[src/lcd_pkg.sv]
// lcd_draw shared types, register offsets and FSM state encodings
package lcd_pkg;

  // one AXI data word, also the layout of a panel command word
  // [31:24] command byte, [23:16] sub-index, [15:0] parameter
  typedef logic [31:0] lcd_word_t;

  typedef logic [3:0] lcd_addr_t;    // byte offset inside the slave window
  typedef logic [15:0] pix_data_t;   // 8080 data bus value
  typedef logic [31:0] pix_count_t;  // pixels per memory write

  // register map
  localparam lcd_addr_t REG_DATA = 4'h0;    // drawing words, write only
  localparam lcd_addr_t REG_TOUCH = 4'h4;   // touch/input value, read only
  localparam lcd_addr_t REG_STATUS = 4'h8;  // bit 0 busy

  localparam logic [7:0] CMD_MEM_WRITE = 8'h2c;  // panel memory write

  // six commands plus the pixel count
  localparam int GRAPH_WORDS = 7;

  typedef enum logic [1:0] {
    FILL,
    DISPATCH,
    DRAIN
  } buf_state_t;

  typedef enum logic [1:0] {
    IDLE,
    CMD,
    DATA
  } pw_state_t;

endpackage

[src/lcd_axi_slave.sv]
// AXI4-Lite register slave, feeds drawing words to the graph buffer and returns status
module lcd_axi_slave
  import lcd_pkg::*;
(
  input  logic       pclk,
  input  logic       rst_n,

  input  lcd_addr_t  awaddr,
  input  logic       awvalid,
  output logic       awready,
  input  lcd_word_t  wdata,
  input  logic       wvalid,
  output logic       wready,
  output logic [1:0] bresp,
  output logic       bvalid,
  input  logic       bready,

  input  lcd_addr_t  araddr,
  input  logic       arvalid,
  output logic       arready,
  output lcd_word_t  rdata,
  output logic [1:0] rresp,
  output logic       rvalid,
  input  logic       rready,

  input  lcd_word_t  lcd_input_data,  // touch/input value from the panel side

  input  logic       full,            // buffer busy with a drawing
  output logic       push,
  output lcd_word_t  push_data
);

  localparam logic [1:0] RESP_OKAY = 2'b00;
  localparam logic [1:0] RESP_SLVERR = 2'b10;

  logic wr_is_data;
  logic wr_mapped;
  logic wr_go;
  logic rd_go;

  assign wr_is_data = (awaddr == REG_DATA);
  assign wr_mapped = wr_is_data || (awaddr == REG_TOUCH) || (awaddr == REG_STATUS);

  // address and data are taken together
  // a data store waits while the buffer is busy or the last push is still in flight
  assign wr_go = awvalid && wvalid && (!bvalid || bready) &&
                 !(wr_is_data && (full || push));
  assign awready = wr_go;
  assign wready = wr_go;

  always_ff @(posedge pclk) begin
    if (!rst_n) begin
      bvalid <= 1'b0;
      bresp <= RESP_OKAY;
      push <= 1'b0;
    end else begin
      push <= wr_go && wr_is_data;  // one cycle after acceptance
      if (wr_go) begin
        bvalid <= 1'b1;
        bresp <= wr_mapped ? RESP_OKAY : RESP_SLVERR;
      end else if (bready) begin
        bvalid <= 1'b0;
      end
    end
  end

  always_ff @(posedge pclk) begin
    if (wr_go && wr_is_data) begin
      push_data <= wdata;
    end
  end

  // read side, one outstanding beat
  assign arready = !rvalid || rready;
  assign rd_go = arvalid && arready;

  always_ff @(posedge pclk) begin
    if (!rst_n) begin
      rvalid <= 1'b0;
    end else if (rd_go) begin
      rvalid <= 1'b1;
    end else if (rready) begin
      rvalid <= 1'b0;
    end
  end

  always_ff @(posedge pclk) begin
    if (rd_go) begin
      rresp <= RESP_OKAY;
      case (araddr)
        REG_DATA: rdata <= '0;  // write only
        REG_TOUCH: rdata <= lcd_input_data;
        REG_STATUS: rdata <= lcd_word_t'(full);
        default: begin
          rdata <= '0;
          rresp <= RESP_SLVERR;
        end
      endcase
    end
  end

endmodule

[src/lcd_graph_buffer.sv]
// graph buffer, collects one drawing of seven words and paces its six commands to the writer
module lcd_graph_buffer
  import lcd_pkg::*;
#(
  parameter int GAP_CYCLES = 2
) (
  input  logic       pclk,
  input  logic       rst_n,

  input  logic       push,
  input  lcd_word_t  push_data,
  output logic       full,

  input  logic       write_ok,     // writer idle
  output logic       cmd_valid,
  output lcd_word_t  cmd_word,
  output pix_count_t pixel_count
);

  localparam int GW = $clog2(GAP_CYCLES + 2);
  localparam logic [2:0] LAST_FILL = 3'(GRAPH_WORDS - 1);
  localparam logic [2:0] LAST_CMD = 3'(GRAPH_WORDS - 2);

  buf_state_t state;
  lcd_word_t words [GRAPH_WORDS];
  logic [2:0] fill_idx;
  logic [2:0] disp_idx;
  logic [GW-1:0] gap_cnt;  // cycles since the last dispatch, saturating
  logic gap_done;

  assign gap_done = (gap_cnt == GW'(GAP_CYCLES));
  assign full = (state != FILL);
  assign cmd_valid = (state == DISPATCH) && write_ok && gap_done;
  assign cmd_word = words[disp_idx];
  assign pixel_count = words[GRAPH_WORDS-1];  // last store of a drawing

  always_ff @(posedge pclk) begin
    if (!rst_n) begin
      state <= FILL;
      fill_idx <= '0;
      disp_idx <= '0;
      gap_cnt <= GW'(GAP_CYCLES);  // first command goes out at once
    end else begin
      if (cmd_valid) begin
        gap_cnt <= '0;
      end else if (!gap_done) begin
        gap_cnt <= gap_cnt + 1'b1;
      end

      case (state)
        FILL: begin
          if (push) begin
            if (fill_idx == LAST_FILL) begin
              fill_idx <= '0;
              state <= DISPATCH;
            end else begin
              fill_idx <= fill_idx + 3'd1;
            end
          end
        end
        DISPATCH: begin
          if (cmd_valid) begin
            if (disp_idx == LAST_CMD) begin
              disp_idx <= '0;
              state <= DRAIN;
            end else begin
              disp_idx <= disp_idx + 3'd1;
            end
          end
        end
        DRAIN: if (write_ok) state <= FILL;  // writer done with the last command
        default: state <= FILL;
      endcase
    end
  end

  always_ff @(posedge pclk) begin
    if (state == FILL && push) begin
      words[fill_idx] <= push_data;
    end else if (state == DRAIN && write_ok) begin
      for (int i = 0; i < GRAPH_WORDS; i++) begin
        words[i] <= '0;
      end
    end
  end

endmodule

[src/lcd_panel_writer.sv]
// panel writer, turns command words into 8080 write cycles with pixel repeat
module lcd_panel_writer
  import lcd_pkg::*;
#(
  parameter int WR_CYCLES = 2
) (
  input  logic       pclk,
  input  logic       rst_n,

  input  logic       cmd_valid,
  input  lcd_word_t  cmd_word,
  input  pix_count_t pixel_count,
  output logic       write_ok,

  output logic       lcd_cs_n,
  output logic       lcd_rs,
  output logic       lcd_wr_n,
  output pix_data_t  lcd_data
);

  localparam int TW = $clog2(2 * WR_CYCLES);
  localparam logic [TW-1:0] T_LAST = TW'(2 * WR_CYCLES - 1);
  localparam logic [TW-1:0] T_HALF = TW'(WR_CYCLES);

  pw_state_t state;
  logic [TW-1:0] timer;   // position inside the current bus cycle
  pix_count_t reps;       // data cycles left, current one included
  pix_count_t first_reps;
  logic [7:0] cmd_q;
  pix_data_t param_q;
  logic slot_end;

  // memory write repeats the colour, a zero count still writes once
  assign first_reps = (cmd_word[31:24] == CMD_MEM_WRITE && pixel_count != '0) ?
                      pixel_count : pix_count_t'(1);
  assign slot_end = (timer == T_LAST);

  assign write_ok = (state == IDLE);
  assign lcd_cs_n = (state == IDLE);
  assign lcd_wr_n = (state == IDLE) || (timer >= T_HALF);  // strobe low in first half
  assign lcd_rs = (state == DATA);
  assign lcd_data = (state == CMD) ? {8'h00, cmd_q} : param_q;

  always_ff @(posedge pclk) begin
    if (!rst_n) begin
      state <= IDLE;
      timer <= '0;
      reps <= '0;
    end else begin
      case (state)
        IDLE: begin
          if (cmd_valid) begin
            timer <= '0;
            reps <= first_reps;
            // sub-index zero means the command byte goes out first
            state <= (cmd_word[23:16] == 8'h00) ? CMD : DATA;
          end
        end
        CMD: begin
          if (slot_end) begin
            timer <= '0;
            state <= DATA;
          end else begin
            timer <= timer + 1'b1;
          end
        end
        DATA: begin
          if (slot_end) begin
            timer <= '0;
            if (reps == pix_count_t'(1)) begin
              state <= IDLE;
            end else begin
              reps <= reps - 1'b1;
            end
          end else begin
            timer <= timer + 1'b1;
          end
        end
        default: state <= IDLE;
      endcase
    end
  end

  // command fields held for the whole word
  always_ff @(posedge pclk) begin
    if (state == IDLE && cmd_valid) begin
      cmd_q <= cmd_word[31:24];
      param_q <= cmd_word[15:0];
    end
  end

endmodule

[src/lcd_top.sv]
// lcd_draw top, AXI4-Lite slave, graph buffer and 8080 panel writer
module lcd_top
  import lcd_pkg::*;
#(
  parameter int WR_CYCLES = 2,
  parameter int GAP_CYCLES = 2
) (
  input  logic       pclk,
  input  logic       rst_n,

  input  lcd_addr_t  awaddr,
  input  logic       awvalid,
  output logic       awready,
  input  lcd_word_t  wdata,
  input  logic       wvalid,
  output logic       wready,
  output logic [1:0] bresp,
  output logic       bvalid,
  input  logic       bready,
  input  lcd_addr_t  araddr,
  input  logic       arvalid,
  output logic       arready,
  output lcd_word_t  rdata,
  output logic [1:0] rresp,
  output logic       rvalid,
  input  logic       rready,

  output logic       lcd_cs_n,
  output logic       lcd_rs,
  output logic       lcd_wr_n,
  output pix_data_t  lcd_data,
  input  lcd_word_t  lcd_input_data
);

  logic push;
  lcd_word_t push_data;
  logic full;
  logic cmd_valid;
  lcd_word_t cmd_word;
  pix_count_t pixel_count;
  logic write_ok;

  lcd_axi_slave u_slave (
    .pclk, .rst_n,
    .awaddr, .awvalid, .awready,
    .wdata, .wvalid, .wready,
    .bresp, .bvalid, .bready,
    .araddr, .arvalid, .arready,
    .rdata, .rresp, .rvalid, .rready,
    .lcd_input_data,
    .full, .push, .push_data
  );

  lcd_graph_buffer #(.GAP_CYCLES(GAP_CYCLES)) u_buffer (
    .pclk, .rst_n,
    .push, .push_data, .full,
    .write_ok, .cmd_valid, .cmd_word, .pixel_count
  );

  lcd_panel_writer #(.WR_CYCLES(WR_CYCLES)) u_writer (
    .pclk, .rst_n,
    .cmd_valid, .cmd_word, .pixel_count, .write_ok,
    .lcd_cs_n, .lcd_rs, .lcd_wr_n, .lcd_data
  );

endmodule

[config.mk]
export PLATFORM = sky130hd
export DESIGN_NAME = lcd_top
export DESIGN_NICKNAME = d
export VERILOG_FILES = /design/src/lcd_pkg.sv /design/src/lcd_axi_slave.sv /design/src/lcd_graph_buffer.sv /design/src/lcd_panel_writer.sv /design/src/lcd_top.sv
export SDC_FILE = /design/constraint.sdc
export NUM_CORES = 1
export LEC_CHECK = 0
export ABC_AREA = 0
export BUFFER_PORTS_ARGS = -buffer_cell sky130_fd_sc_hd__buf_2
export CORE_ASPECT_RATIO = 0.5
export CORE_MARGIN = 1.5
export CORE_UTILIZATION = 35
export DETAILED_ROUTE_END_ITERATION = 7
export PLACE_DENSITY_LB_ADDON = 0.2
export SKIP_CTS_REPAIR_TIMING = 1
export SYNTH_ARGS = -nofsm -noshare
export SYNTH_HDL_FRONTEND = slang
export SYNTH_SLANG_ARGS = --single-unit
export TNS_END_PERCENT = 10
[constraint.sdc]
create_clock -name pclk -period 4.2 [get_ports pclk]
set_input_delay 0.84 -clock pclk [delete_from_list [all_inputs] [get_ports pclk]]
set_output_delay 0.84 -clock pclk [all_outputs]
set_load 0.05 [all_outputs]
After elaboration in Yosys (flattened, before gate mapping)
Memory sizes are Yosys's and may differ from the RTL's. A register that Yosys moved wholly into a read port is not among the register bits.
Index checks and enable logic that the tools add are counted.
Word-level totals
  RAM bits: 224
  memories: 1
  output and inout bits: 60
  logic and storage cells: 134
  bits of input ports: 79
  flip-flop bits (word level): 141
Memories
  u_buffer.words: words 7, bits a word 32, rd ports 2, clocked after memory_dff 1, write ports 7, line lcd_graph_buffer.sv:25  | lcd_word_t words [GRAPH_WORDS];
Cells by class
  multiplexer cells: 42
  equal/unequal tests: 25
  add/subtract/negate cells: 5
  reduce and logical (&&, ||, !) cells: 42
  order comparisons: 1
  bitwise gates (word level): 1
Operators by type and width (number)
  $mux W32: 5
  $pmux W32 S2: 2
  $eq A32 B1 Y1 const B: 1
  $mux W2: 16
  $reduce_bool A32 Y1: 1
  $reduce_or A32 Y1: 1
  $sub A32 B1 Y32 const B: 1
  $mux W16: 1
  $ne A2 B1 Y1 const B: 8
  $mux W3: 5
  $logic_and A1 B1 Y1: 12
  $pmux W2 S3: 2
  $mux W1: 10
  $reduce_bool A2 Y1: 5
  $eq A2 B2 Y1 const B: 4
  $eq A4 B3 Y1 const B: 2
  $eq A4 B4 Y1 const B: 2
  $eq A8 B6 Y1 const B: 1
  $logic_not A4 Y1: 2
  $logic_not A8 Y1: 1
  $reduce_and A4 Y1: 2
  $add A3 B1 Y3 const B: 2
  $eq A3 B3 Y1 const B: 2
  $logic_or A1 B1 Y1: 6
  other kinds (12): 22

Depth between registers and ports, before layout
Gate-level depths: netlist of the first run.
  word-level depth: 7
  mapped depth: 11
  depth with buffers taken out: 8

Modules after synthesis
A second synthesis of the first run with hierarchy kept.
Second synthesis, totals
  cells, all modules: 1652
  area total of the unflattened synthesis: 17850.9 µm²
By module, submodules not included
  lcd_graph_buffer: area each 11711.2 µm², times used 1, cells an instance 1111
  lcd_panel_writer: area each 3698.5 µm², times used 1, cells an instance 410
  lcd_axi_slave: area each 2441.1 µm², times used 1, cells an instance 131

Worst setup path after synthesis of the first run
OpenSTA, ideal clock, no wires.
  path kind: input to register
  from: input port awaddr[0]
  to: register u_slave.push_data[0] (enable)
  stages: 4
  data arrival time: 4.006 ns
  data required time: 3.774 ns
  buffers on the path: 0
  slack: -0.232 ns
  cell sequence: or4_1 -> nor2_1 -> a211oi_1 -> nor2b_1
On the way
  cells in the longest elaborated chain, start to end: 5
Ends and longest elaborated chain
  start, declared: line lcd_top.sv:11  | input lcd_addr_t awaddr,
  $logic_not A4 Y1: line lcd_axi_slave.sv:41  | assign wr_is_data = (awaddr == REG_DATA);
  $logic_and A1 B1 Y1: line lcd_axi_slave.sv:47  | !(wr_is_data && (full || push));
  $logic_not A1 Y1: line lcd_axi_slave.sv:47
  $logic_and A1 B1 Y1: line lcd_axi_slave.sv:46  | assign wr_go = awvalid && wvalid && (!bvalid || bready) &&
  via awready: line lcd_top.sv:13  | output logic awready,
  $logic_and A1 B1 Y1: line lcd_axi_slave.sv:68  | if (wr_go && wr_is_data) begin
  end signal, assigned: line lcd_axi_slave.sv:69  | push_data <= wdata;
  end, declared: line lcd_axi_slave.sv:30  | output lcd_word_t push_data
The timed path passes the listed nets, and every way through them passes these cells.
A chain may end at the register's enable or synchronous reset.

Worst setup path after layout of the first run
  from: register u_writer.state[1]
  to: output port lcd_data[6]
On the way
  cells in the longest elaborated chain, start to end: 2
Ends and longest elaborated chain
  start, declared: line lcd_panel_writer.sv:25  | pw_state_t state;
  start signal, assigned: line lcd_panel_writer.sv:56  | state <= (cmd_word[23:16] == 8'h00) ? CMD : DATA;
  $eq A2 B1 Y1: line lcd_panel_writer.sv:42  | assign lcd_data = (state == CMD) ? {8'h00, cmd_q} : param_q;
  $mux W16: line lcd_panel_writer.sv:42
  end, declared: line lcd_top.sv:31  | output pix_data_t lcd_data,
No other way between the ends.

==> results.md, run 1 <==
* Die Area at 48400 sq um
* Final ANT Viol Nets at 0
* Fraction of synthesized area in multiplexers at 0.0865
* Synth Area in Adders at 0.00533
* RSZ-0062 raised after global routing: no
* Setup TNS at 0 ns
* Internal at 6.62 mW
* Synth warn at 0
* Distinct cells, synth at 63
* WL final at 46400 um
* HP Class: register to register
* Synth Area in Compound Gates at 0.113
* Required @ worst endpoint at 3.36 ns
* Worst IR Drop VDD at 0.000238 V
* Clock buffer count from CTS at 39
* Die X at 310 um
* Synthesized area at 16400 sq um
* Main combinational cell family by area after synthesis: simple AND/OR/NAND/NOR gates
* Seq/Total Area, Yosys at 0.578
* Share of cells above drive strength 1 at 0.196
* Max-Cap Viols at 0
* Primary FF master, synth: dfxtp_1
* Sw power at 2.47 mW
* EDFF count, synth at 153
* Final setup vio count at 0
* DRT Pass-1 Iters at 5
* Worst setup SP type: register
* Combinational Power Share at 0.135
* FFs w/ async S/R, synth at 0
* Initial drt markers at 1066
* DP Wirelength at 29400 um
* Synth Area in XOR/XNOR at 0.00479
* Drt drc at 0
* CORE AREA at 45800 sq um
* Slew HR at 0.206
* Tightest Pin Transition at 1.18 ns
* Avg Cell Area, Syn at 10.3 sq um
* Post-synth top area share at 0.298
* Leak at 7.02 nW
* Vias in the first global route at 11600
* R2r setup slk at 1.19 ns
* Largest net degree at the start of global routing at 75
* Simple-gate share of the synthesized area at 0.181
* Clk buf depth at 3
* DR WL met2 at 20200 um
* GRT Util Overall at 0.192
* Clock root buffer: clkbuf_16
* Clock group share of total power at 0.408
* CP endpoint kind: output pin
* RePlAce Congestion at 0.808
* Vias per std cell at 5.16
* CTS sink cnt at 398
* Wire length of the first global-routing pass at 71000 um
* Synth Register Bits at 398
* WP data arrival at 2.37 ns
* H-tree levels at 2
* Setup CP Type: register to output pin
* Final Hold Fails at 0
* Largest area contributor in the netlist: dfxtp_1
* IO Count at 139
* Most numerous cell in the Yosys netlist: nand2_1
* Post-synth top cells: nand2_1 (417), dfxtp_1 (245), edfxtp_1 (153), a21oi_1 (151)
* CTS tree: yes
* Worst-Skew Late Latency at 0.56 ns
* N_diodes at 0
* Final worst path period share at 0.764
* Met3 WL at 2300 um
* DR WL/cell at 19.7 um
* Skew final at 0.0301 ns
* Initial antenna violation count at 0
* Via count at 12200
* Clk slew on worst S/H paths at 0.07 ns
* Switch share at 0.272
* Hold Path Origin: u_buffer.gap_cnt[0]
* Sequential share of power at 0.457
* Status: finished, final reports clean
* Crit path launch: u_writer.state[1]
* Initial Util at 0.359
* PwrDens at 474 nW/um^2
* Area delta synth->final at 16.7%
* Total power at 9.09 mW
* Fill count at 4376
* Syn Inst Count at 1597
* Port bufs at 136
* CP max FO at 14
* Fin Hold WS at 0.440 ns
* Slew Limit Fails at 0
* Highest metal used: met4
* Std cell rows at 55
* Synth area leaders: dfxtp_1 (30%), edfxtp_1 (28%), nand2_1 (9.5%)
* Die height at 156 um
* Fin nets at 1789
* Met1 Routed Length at 23200 um
* Post-layout min period at 3.21 ns
* Total global routing overflow at 0
* Fmax at 312 MHz
## per-stage QoR
stage	area (sq um)	setup slack [ns]	instances	util
after floorplan	16400	0.0762	1598	-
after global placement	17800	1.26	2289	0.390
after detailed placement	17800	1.24	2289	0.390
after CTS	19200	0.938	2361	0.419
after global routing	19200	0.878	2361	0.419
final	19200	0.990	2361	0.419
## state kept, by name (all words and copies together), names as in the netlist, 3 cells and up, named ones only
signal             cells
u_slave.push_data     32
u_writer.reps         32
u_writer.cmd_q         8
u_buffer.disp_idx      3
u_writer.param_q      16
u_buffer.fill_idx      3
u_buffer.words       256
u_slave.rdata         32
## cell families after synthesis
kind of cell	Yosys count
AO/OA/AOI/OAI	317
XOR/XNOR	9
adder cells (fa/ha/maj)	7
buffers and inverters	125
flip-flops	398
multiplexers	83
other	1
AND/OR/NAND/NOR	657
## metal layers
layer,track usage,vias to the layer above
li1,-,5888
met2,0.300,283
met3,0.0295,54
met4,0.0408,0
met5,0,-
met1,0.281,5969
## worst max-delay path: stages (launching register included)
cell,delay [ns]
dfxtp_1,0.31
inv_1,0.10
ha_1,0.72
mux2_2,0.45
buf_2,0.22
## cells in the final DEF (no fill, tap or decap), types with 7 or more instances in the layout
master	count
a211o_1	10
a21o_1	11
a21oi_1	151
a32oi_1	9
and2_1	66
buf_2	136
buf_4	36
clkbuf_16	41
clkinv_2	8
dfxtp_1	242
edfxtp_1	153
ha_1	7
inv_1	15
mux2_2	33
mux4_2	44
nand2_1	416
nand3_1	24
nor2_1	31
nor2b_1	11
nor3_1	25
nor4_1	28
o21ai_0	82
o311ai_0	11
o41ai_1	9
or3_1	7
xor2_1	7
## worst paths after layout
check | endpoint | depth (start not counted)
hold / removal | u_buffer.gap_cnt[0] | 1
setup reg to reg | u_writer.reps[14] | 6
hold reg to reg | u_buffer.gap_cnt[0] | 1
setup / recovery | lcd_data[6] | 4
## final cells by class
type	instances	area (sq um)	area share
Clock buffer	52	1110	0.0579
Clock inverter	20	243	0.0126
Inverter	16	60.1	0.00313
Timing Repair Buffer	173	971	0.0506
Sequential cell	398	9510	0.495
Tap cell	627	785	0.0409
Multi-Input combinational cell	1075	6510	0.339
## power by group through the flow
stage / clock network (mW) / logic [mW] / registers (mW)
2_1_floorplan: 0 / 0.817 / 4.29
3_3_place_gp: 0 / 1.22 / 4.24
3_5_place_dp: 0 / 1.22 / 4.24
4_1_cts: 3.77 / 1.23 / 4.15
5_1_grt: 3.94 / 1.33 / 4.16
6_report: 3.71 / 1.23 / 4.15
Note: power is estimated with default switching activity, not from simulation.
==> inputs of run 2 (changes only) <==
==> constraint.sdc (replaced) <==
create_clock -name pclk -period 3.1 [get_ports pclk]
set_input_delay 0.62 -clock pclk [delete_from_list [all_inputs] [get_ports pclk]]
set_output_delay 0.62 -clock pclk [all_outputs]
set_load 0.05 [all_outputs]
==> run 2 against run 1 <==
Net effect: total power grew 35%; critical path depth stayed put; sequential power up 36%; die area unchanged; register-to-register slack worse by 0.87 ns; core utilization grew 0.37 points; clock skew shrank 0.0025 ns; combinational power rose by 43%; non-clock buffer count rose by 23; count of clock-buffer cells in the layout down 3; worst hold slack got worse by 0.21 ns; cell count rose by 0.93%.
==> results.md, run 2 (same netlist as run 1, synthesis figures left out) <==
* Share of cells above drive strength 1 at 0.205 (was 0.196)
* Worst-Skew Late Latency at 0.56 ns (about the same)
* Total global routing overflow at 0 (unchanged)
* Slew Limit Fails at 0 (unchanged)
* N_diodes at 0 (unchanged)
* Port bufs at 136 (unchanged)
* Initial drt markers at 925 (was 1066)
* Drt drc at 0 (unchanged)
* RePlAce Congestion at 0.807 (was 0.808)
* DRT Pass-1 Iters at 4 (was 5)
* Worst setup margin at 0.164 ns (was 0.990 ns)
* Total power at 12.2 mW (was 9.09 mW)
* Area delta synth->final at 17.7% (was 16.7%)
* Worst r2r dst: u_writer.reps[14] (unchanged)
* Post-layout min period at 2.94 ns
* DR WL/cell at 19.9 um (was 19.7 um)
* DP Wirelength at 30600 um (was 29400 um)
* CP cell instances: inv_1, ha_1, mux2_2, buf_2 (unchanged)
* CTS tree: yes (unchanged)
* Clock root buffer: clkbuf_16 (unchanged)
* Clk buf depth at 3 (unchanged)
* Clk slew on worst S/H paths at 0.07 ns (about the same)
* Worst R2R Start: u_writer.reps[24]
* Final ANT Viol Nets at 0 (unchanged)
* Die height at 156 um (unchanged)
* Post-Place Cells at 2312 (was 2289)
* Worst IR Drop VDD at 0.000395 V (was 0.000238 V)
* Initial Util at 0.359 (unchanged)
* Tightest Pin Transition at 0.762 ns (was 1.18 ns)
* FF/Latch Area at 9510 sq um (unchanged)
* Skew final at 0.0276 ns (was 0.0301 ns)
* IO Count at 139 (unchanged)
* Final setup vio count at 0 (unchanged)
* CP Buf/Inv Count at 2 (unchanged)
* CP endpoint kind: output pin (unchanged)
* Critical Path Max Stage Delay at 0.66 ns (was 0.72 ns)
* Clock buffer count from CTS at 39 (unchanged)
* Wire length of the first global-routing pass at 72500 um (was 71000 um)
* H-tree levels at 2 (unchanged)
* Max-Cap Viols at 0 (unchanged)
* Commonest non-fill, non-tap cell in the layout: nand2_1 (unchanged)
* Via count at 12300 (was 12200)
* CP delay by family, top: adder cells (unchanged)
* Max stage delay cell, worst path: ha_1 (unchanged)
* Status: finished, final reports clean (unchanged)
* CORE AREA at 45800 sq um (unchanged)
* Fill count at 4383 (was 4376)
* Final Hold Fails at 0 (unchanged)
* WL final at 47400 um (was 46400 um)
* Final worst path period share at 0.947
* Most frequent cells in the layout: nand2_1 (417), dfxtp_1 (242), edfxtp_1 (153) (was nand2_1 (416), dfxtp_1 (242), edfxtp_1 (153))
* Die X at 310 um (unchanged)
* RSZ-0062 raised after global routing: no (unchanged)
* Initial antenna violation count at 1 (was 0)
* Fmax at 341 MHz
* WP data arrival at 2.32 ns (was 2.37 ns)
* Post-Layout Cell Count at 2383 (was 2361)
* CP max FO at 10 (was 14)
* R2r setup slk at 0.32 ns (was 1.19 ns)
* Multi-input logic area at 6520 sq um (was 6510 sq um)
* Std cell rows at 55 (unchanged)
* Worst R2R Path Depth at 6 (unchanged)
* Required @ worst endpoint at 2.48 ns (was 3.36 ns)
* Hold EP: u_slave.push_data[1] (was u_buffer.gap_cnt[0])
* PwrDens at 632 nW/um^2 (was 474 nW/um^2)
* CTS sink cnt at 398 (unchanged)
* Largest net degree at the start of global routing at 119 (was 75)
* Die Area at 48400 sq um (unchanged)
* Fin nets at 1812 (was 1789)
* Most flops, register: u_buffer.words (unchanged)
* Vias in the first global route at 11700 (was 11600)
* Final core occ at 0.423 (was 0.419)
* WHS Path Cells at 1 (unchanged)
* GRT Util Overall at 0.196 (was 0.192)
* Hold Path Origin: wdata[1] (was u_buffer.gap_cnt[0])
* Worst setup SP type: register (unchanged)
* Slew HR at 0.492 (was 0.206)
* Vias per std cell at 5.18 (was 5.16)
* Worst slack, placed at 0.327 ns (was 1.24 ns)
* Largest register FFs at 256 (unchanged)
* Setup CP Type: register to output pin (unchanged)
* HP Class: primary input to register (was register to register)
* Leak at 7.10 nW (was 7.02 nW)
run 2: power breakdown:
group / switching [mW] / total (mW) / internal [mW]
Sequential: 0.0881 / 5.63 / 5.54
Combinational: 1.16 / 1.76 / 0.605
Clock: 2.08 / 4.85 / 2.76
Total: 3.33 / 12.2 / 8.91
run 2: layout make-up:
cell class / instances / area share
inverters: 16 / 0.00310
multi-input cells: 1075 / 0.337
repair buffers: 196 / 0.0617
clock buffers: 49 / 0.0541
flip-flops and latches: 398 / 0.491
well taps: 627 / 0.0405
clock inverters: 22 / 0.0126
run 2: metal layers:
layer	GRT usage	wire length (um)	vias to the layer above
met5	0	0	-
met1	0.287	22900	6047
met4	0.0434	744	0
li1	-	-	5924
met2	0.300	20700	317
met3	0.0390	3050	57
run 2: how the worst max path moves through the flow:
stage	startpoint	endpoint	slack (ns)	cells after the start
2_1_floorplan	u_writer.state[0]	u_buffer.state[0]	-0.11	8
3_3_place_gp	u_writer.reps[24]	u_writer.reps[22]	0.33	6
3_5_place_dp	u_writer.reps[24]	u_writer.reps[22]	0.33	6
4_1_cts	u_writer.state[1]	lcd_data[6]	0.12	4
5_1_grt	u_writer.state[1]	lcd_data[6]	0.05	4
6_report	u_writer.state[1]	lcd_data[6]	0.16	4
run 2: metrics by stage:
stage | cell area [sq um] | hold WS (ns) | setup TNS, ns
6_report | 19400 | 0.234 | 0
5_1_grt | 19400 | 0.208 | 0
4_1_cts | 19400 | 0.210 | 0
3_5_place_dp | 18100 | 0.427 | 0
3_3_place_gp | 18100 | 0.427 | 0
2_1_floorplan | 16500 | 0.412 | -0.119
==> inputs of run 3 (changes only) <==
--- a/config.mk
+++ b/config.mk
@@ -6,12 +6,15 @@
 export NUM_CORES = 1
 export LEC_CHECK = 0
 export ABC_AREA = 0
+export ABC_CLOCK_PERIOD_IN_PS = 3100
 export BUFFER_PORTS_ARGS = -buffer_cell sky130_fd_sc_hd__buf_2
 export CORE_ASPECT_RATIO = 0.5
 export CORE_MARGIN = 1.5
 export CORE_UTILIZATION = 35
 export DETAILED_ROUTE_END_ITERATION = 7
+export MAX_ROUTING_LAYER = met4
 export PLACE_DENSITY_LB_ADDON = 0.2
+export RECOVER_POWER = 25
 export SKIP_CTS_REPAIR_TIMING = 1
 export SYNTH_ARGS = -nofsm -noshare
 export SYNTH_HDL_FRONTEND = slang
==> run 3 against run 2 <==
Net effect: the flow now finishes with violations (capacitance limit, slew limit); sequential share of layout area grew 0.22 points; critical path depth is the same; setup slack improved by 0.0050 ns.
==> results.md, run 3 (same netlist as run 1, synthesis figures left out) <==
* Slew HR at -0.194 (was 0.492)
* Skew final at 0.0248 ns (was 0.0276 ns)
* Final Hold Fails at 0 (unchanged)
* Post-DP Area at 18100 sq um (unchanged)
* Final ANT Viol Nets at 0 (unchanged)
* Worst R2R Path Depth at 6 (unchanged)
* WL final at 47300 um (was 47400 um)
* CTS tree: yes (unchanged)
* DRT Pass-1 Iters at 5 (was 4)
* Post-layout min period at 2.93 ns (was 2.94 ns)
* Tightest Pin Transition at 1.79 ns (was 0.762 ns)
* DP Wirelength at 30600 um (unchanged)
* Die X at 310 um (unchanged)
* Fill count at 4415 (was 4383)
* Setup TNS at 0 ns (unchanged)
* Post-Place Cells at 2312 (unchanged)
* H-tree levels at 2 (unchanged)
* Required @ worst endpoint at 2.48 ns (about the same)
* N_diodes at 0 (unchanged)
* Via count at 12300 (about the same)
* Leak at 6.94 nW (was 7.10 nW)
* Vias in the first global route at 11700 (about the same)
* R2r setup slk at 0.29 ns (was 0.32 ns)
* Largest net degree at the start of global routing at 119 (unchanged)
* Fin nets at 1812 (unchanged)
* Fmax at 341 MHz (about the same)
* Worst setup SP type: register (unchanged)
* Setup CP Type: register to output pin (unchanged)
* Failing checks: capacitance limit, slew limit
* HP Class: primary input to register (unchanged)
* Clock buffer count from CTS at 39 (unchanged)
* RePlAce Congestion at 0.819 (was 0.807)
* WHS Path Cells at 1 (unchanged)
* Met3 WL at 3410 um (was 3050 um)
* Worst IR Drop VDD at 0.000397 V (was 0.000395 V)
* Clock root buffer: clkbuf_16 (unchanged)
* Clk slew on worst S/H paths at 0.07 ns (about the same)
* GRT Util Overall at 0.202 (was 0.196)
* Vias per std cell at 5.18 (about the same)
* Wire length of the first global-routing pass at 72400 um (was 72500 um)
* Fin area at 19300 sq um (was 19400 sq um)
* Max-Cap Viols at 1 (was 0)
* Worst-Skew Late Latency at 0.56 ns (about the same)
* Std cell rows at 55 (unchanged)
* FF/Latch Area at 9500 sq um (was 9510 sq um)
* Final worst path period share at 0.945 (was 0.947)
* Initial Util at 0.359 (unchanged)
* Final setup vio count at 0 (unchanged)
* Die Area at 48400 sq um (unchanged)
* Share of cells above drive strength 1 at 0.177 (was 0.205)
* Multi-input logic area at 6500 sq um (was 6520 sq um)
* Initial antenna violation count at 1 (unchanged)
* Commonest non-fill, non-tap cell in the layout: nand2_1 (unchanged)
* Post-Layout Cell Count at 2383 (unchanged)
* Worst setup margin at 0.169 ns (was 0.164 ns)
* Total global routing overflow at 0 (unchanged)
* WP data arrival at 2.31 ns (was 2.32 ns)
* Most flops, register: u_buffer.words (unchanged)
* Fin Hold WS at 0.233 ns (was 0.234 ns)
* DR WL met2 at 20600 um (was 20700 um)
* CP max FO at 10 (unchanged)
* Largest register FFs at 256 (unchanged)
* Status: complete, but fails checks (was finished, final reports clean)
* DR WL/cell at 19.8 um (was 19.9 um)
* Area delta synth->final at 17.2% (was 17.7%)
* Most frequent cells in the layout: nand2_1 (417), dfxtp_1 (243), edfxtp_1 (153) (was nand2_1 (417), dfxtp_1 (242), edfxtp_1 (153))
* Initial drt markers at 873 (was 925)
* Met1 Routed Length at 22600 um (was 22900 um)
* Drt drc at 0 (unchanged)
* PwrDens at 635 nW/um^2 (was 632 nW/um^2)
* RSZ-0062 raised after global routing: no (unchanged)
* Highest metal used: met4 (unchanged)
* IO Count at 139 (unchanged)
* Worst slack, placed at 0.327 ns (unchanged)
* Clk buf depth at 3 (unchanged)
* Port bufs at 136 (unchanged)
* Slew Limit Fails at 34 (was 0)
* CP endpoint kind: output pin (unchanged)
* Final core occ at 0.421 (was 0.423)
* CTS sink cnt at 398 (unchanged)
* Die height at 156 um (unchanged)
* Total power at 12.2 mW (about the same)
* CORE AREA at 45800 sq um (unchanged)
run 3: cell types whose count changed in the layout (fill, tap and decap cells not counted), moves of 2 or more:
cell	previous run	this run
buf_2	136	96
clkbuf_1	6	51
buf_4	55	50
mux2_2	33	31
and2_1	66	48
and2_0	0	18
mux2_1	0	2
run 3: area by class of cell:
type | count | area share
multi-input combinational | 1075 | 0.338
clock inverter | 22 | 0.0127
tap | 627 | 0.0407
clock buffer | 49 | 0.0544
timing repair buffer | 196 | 0.0584
sequential | 398 | 0.493
inverter | 16 | 0.00312
run 3: critical path, stage by stage, from the launching register on:
cell     delay, ns
dfxtp_1       0.31
inv_1         0.10
ha_1          0.66
mux2_2        0.46
buf_2         0.23
run 3: where the power goes:
group / switching (mW) / internal [mW] / leakage, nW
clock network: 2.09 / 2.76 / 0.625
registers: 0.0886 / 5.54 / 3.39
logic: 1.15 / 0.593 / 2.93
total: 3.33 / 8.90 / 6.94
run 3: path summary, 6_finish.rpt:
check / startpoint / to
setup / recovery: u_writer.state[1] / lcd_data[6]
hold / removal: wdata[1] / u_slave.push_data[1]
setup reg to reg: register / u_writer.reps[25]
hold reg to reg: u_buffer.gap_cnt[0] / u_buffer.gap_cnt[0]
run 3: per-layer routing:
metal  track usage  vias to the layer above
li1              -                     5931
met1         0.285                     5995
met2         0.300                      358
met3        0.0412                       57
met4        0.0434                        0
met5             -                        -
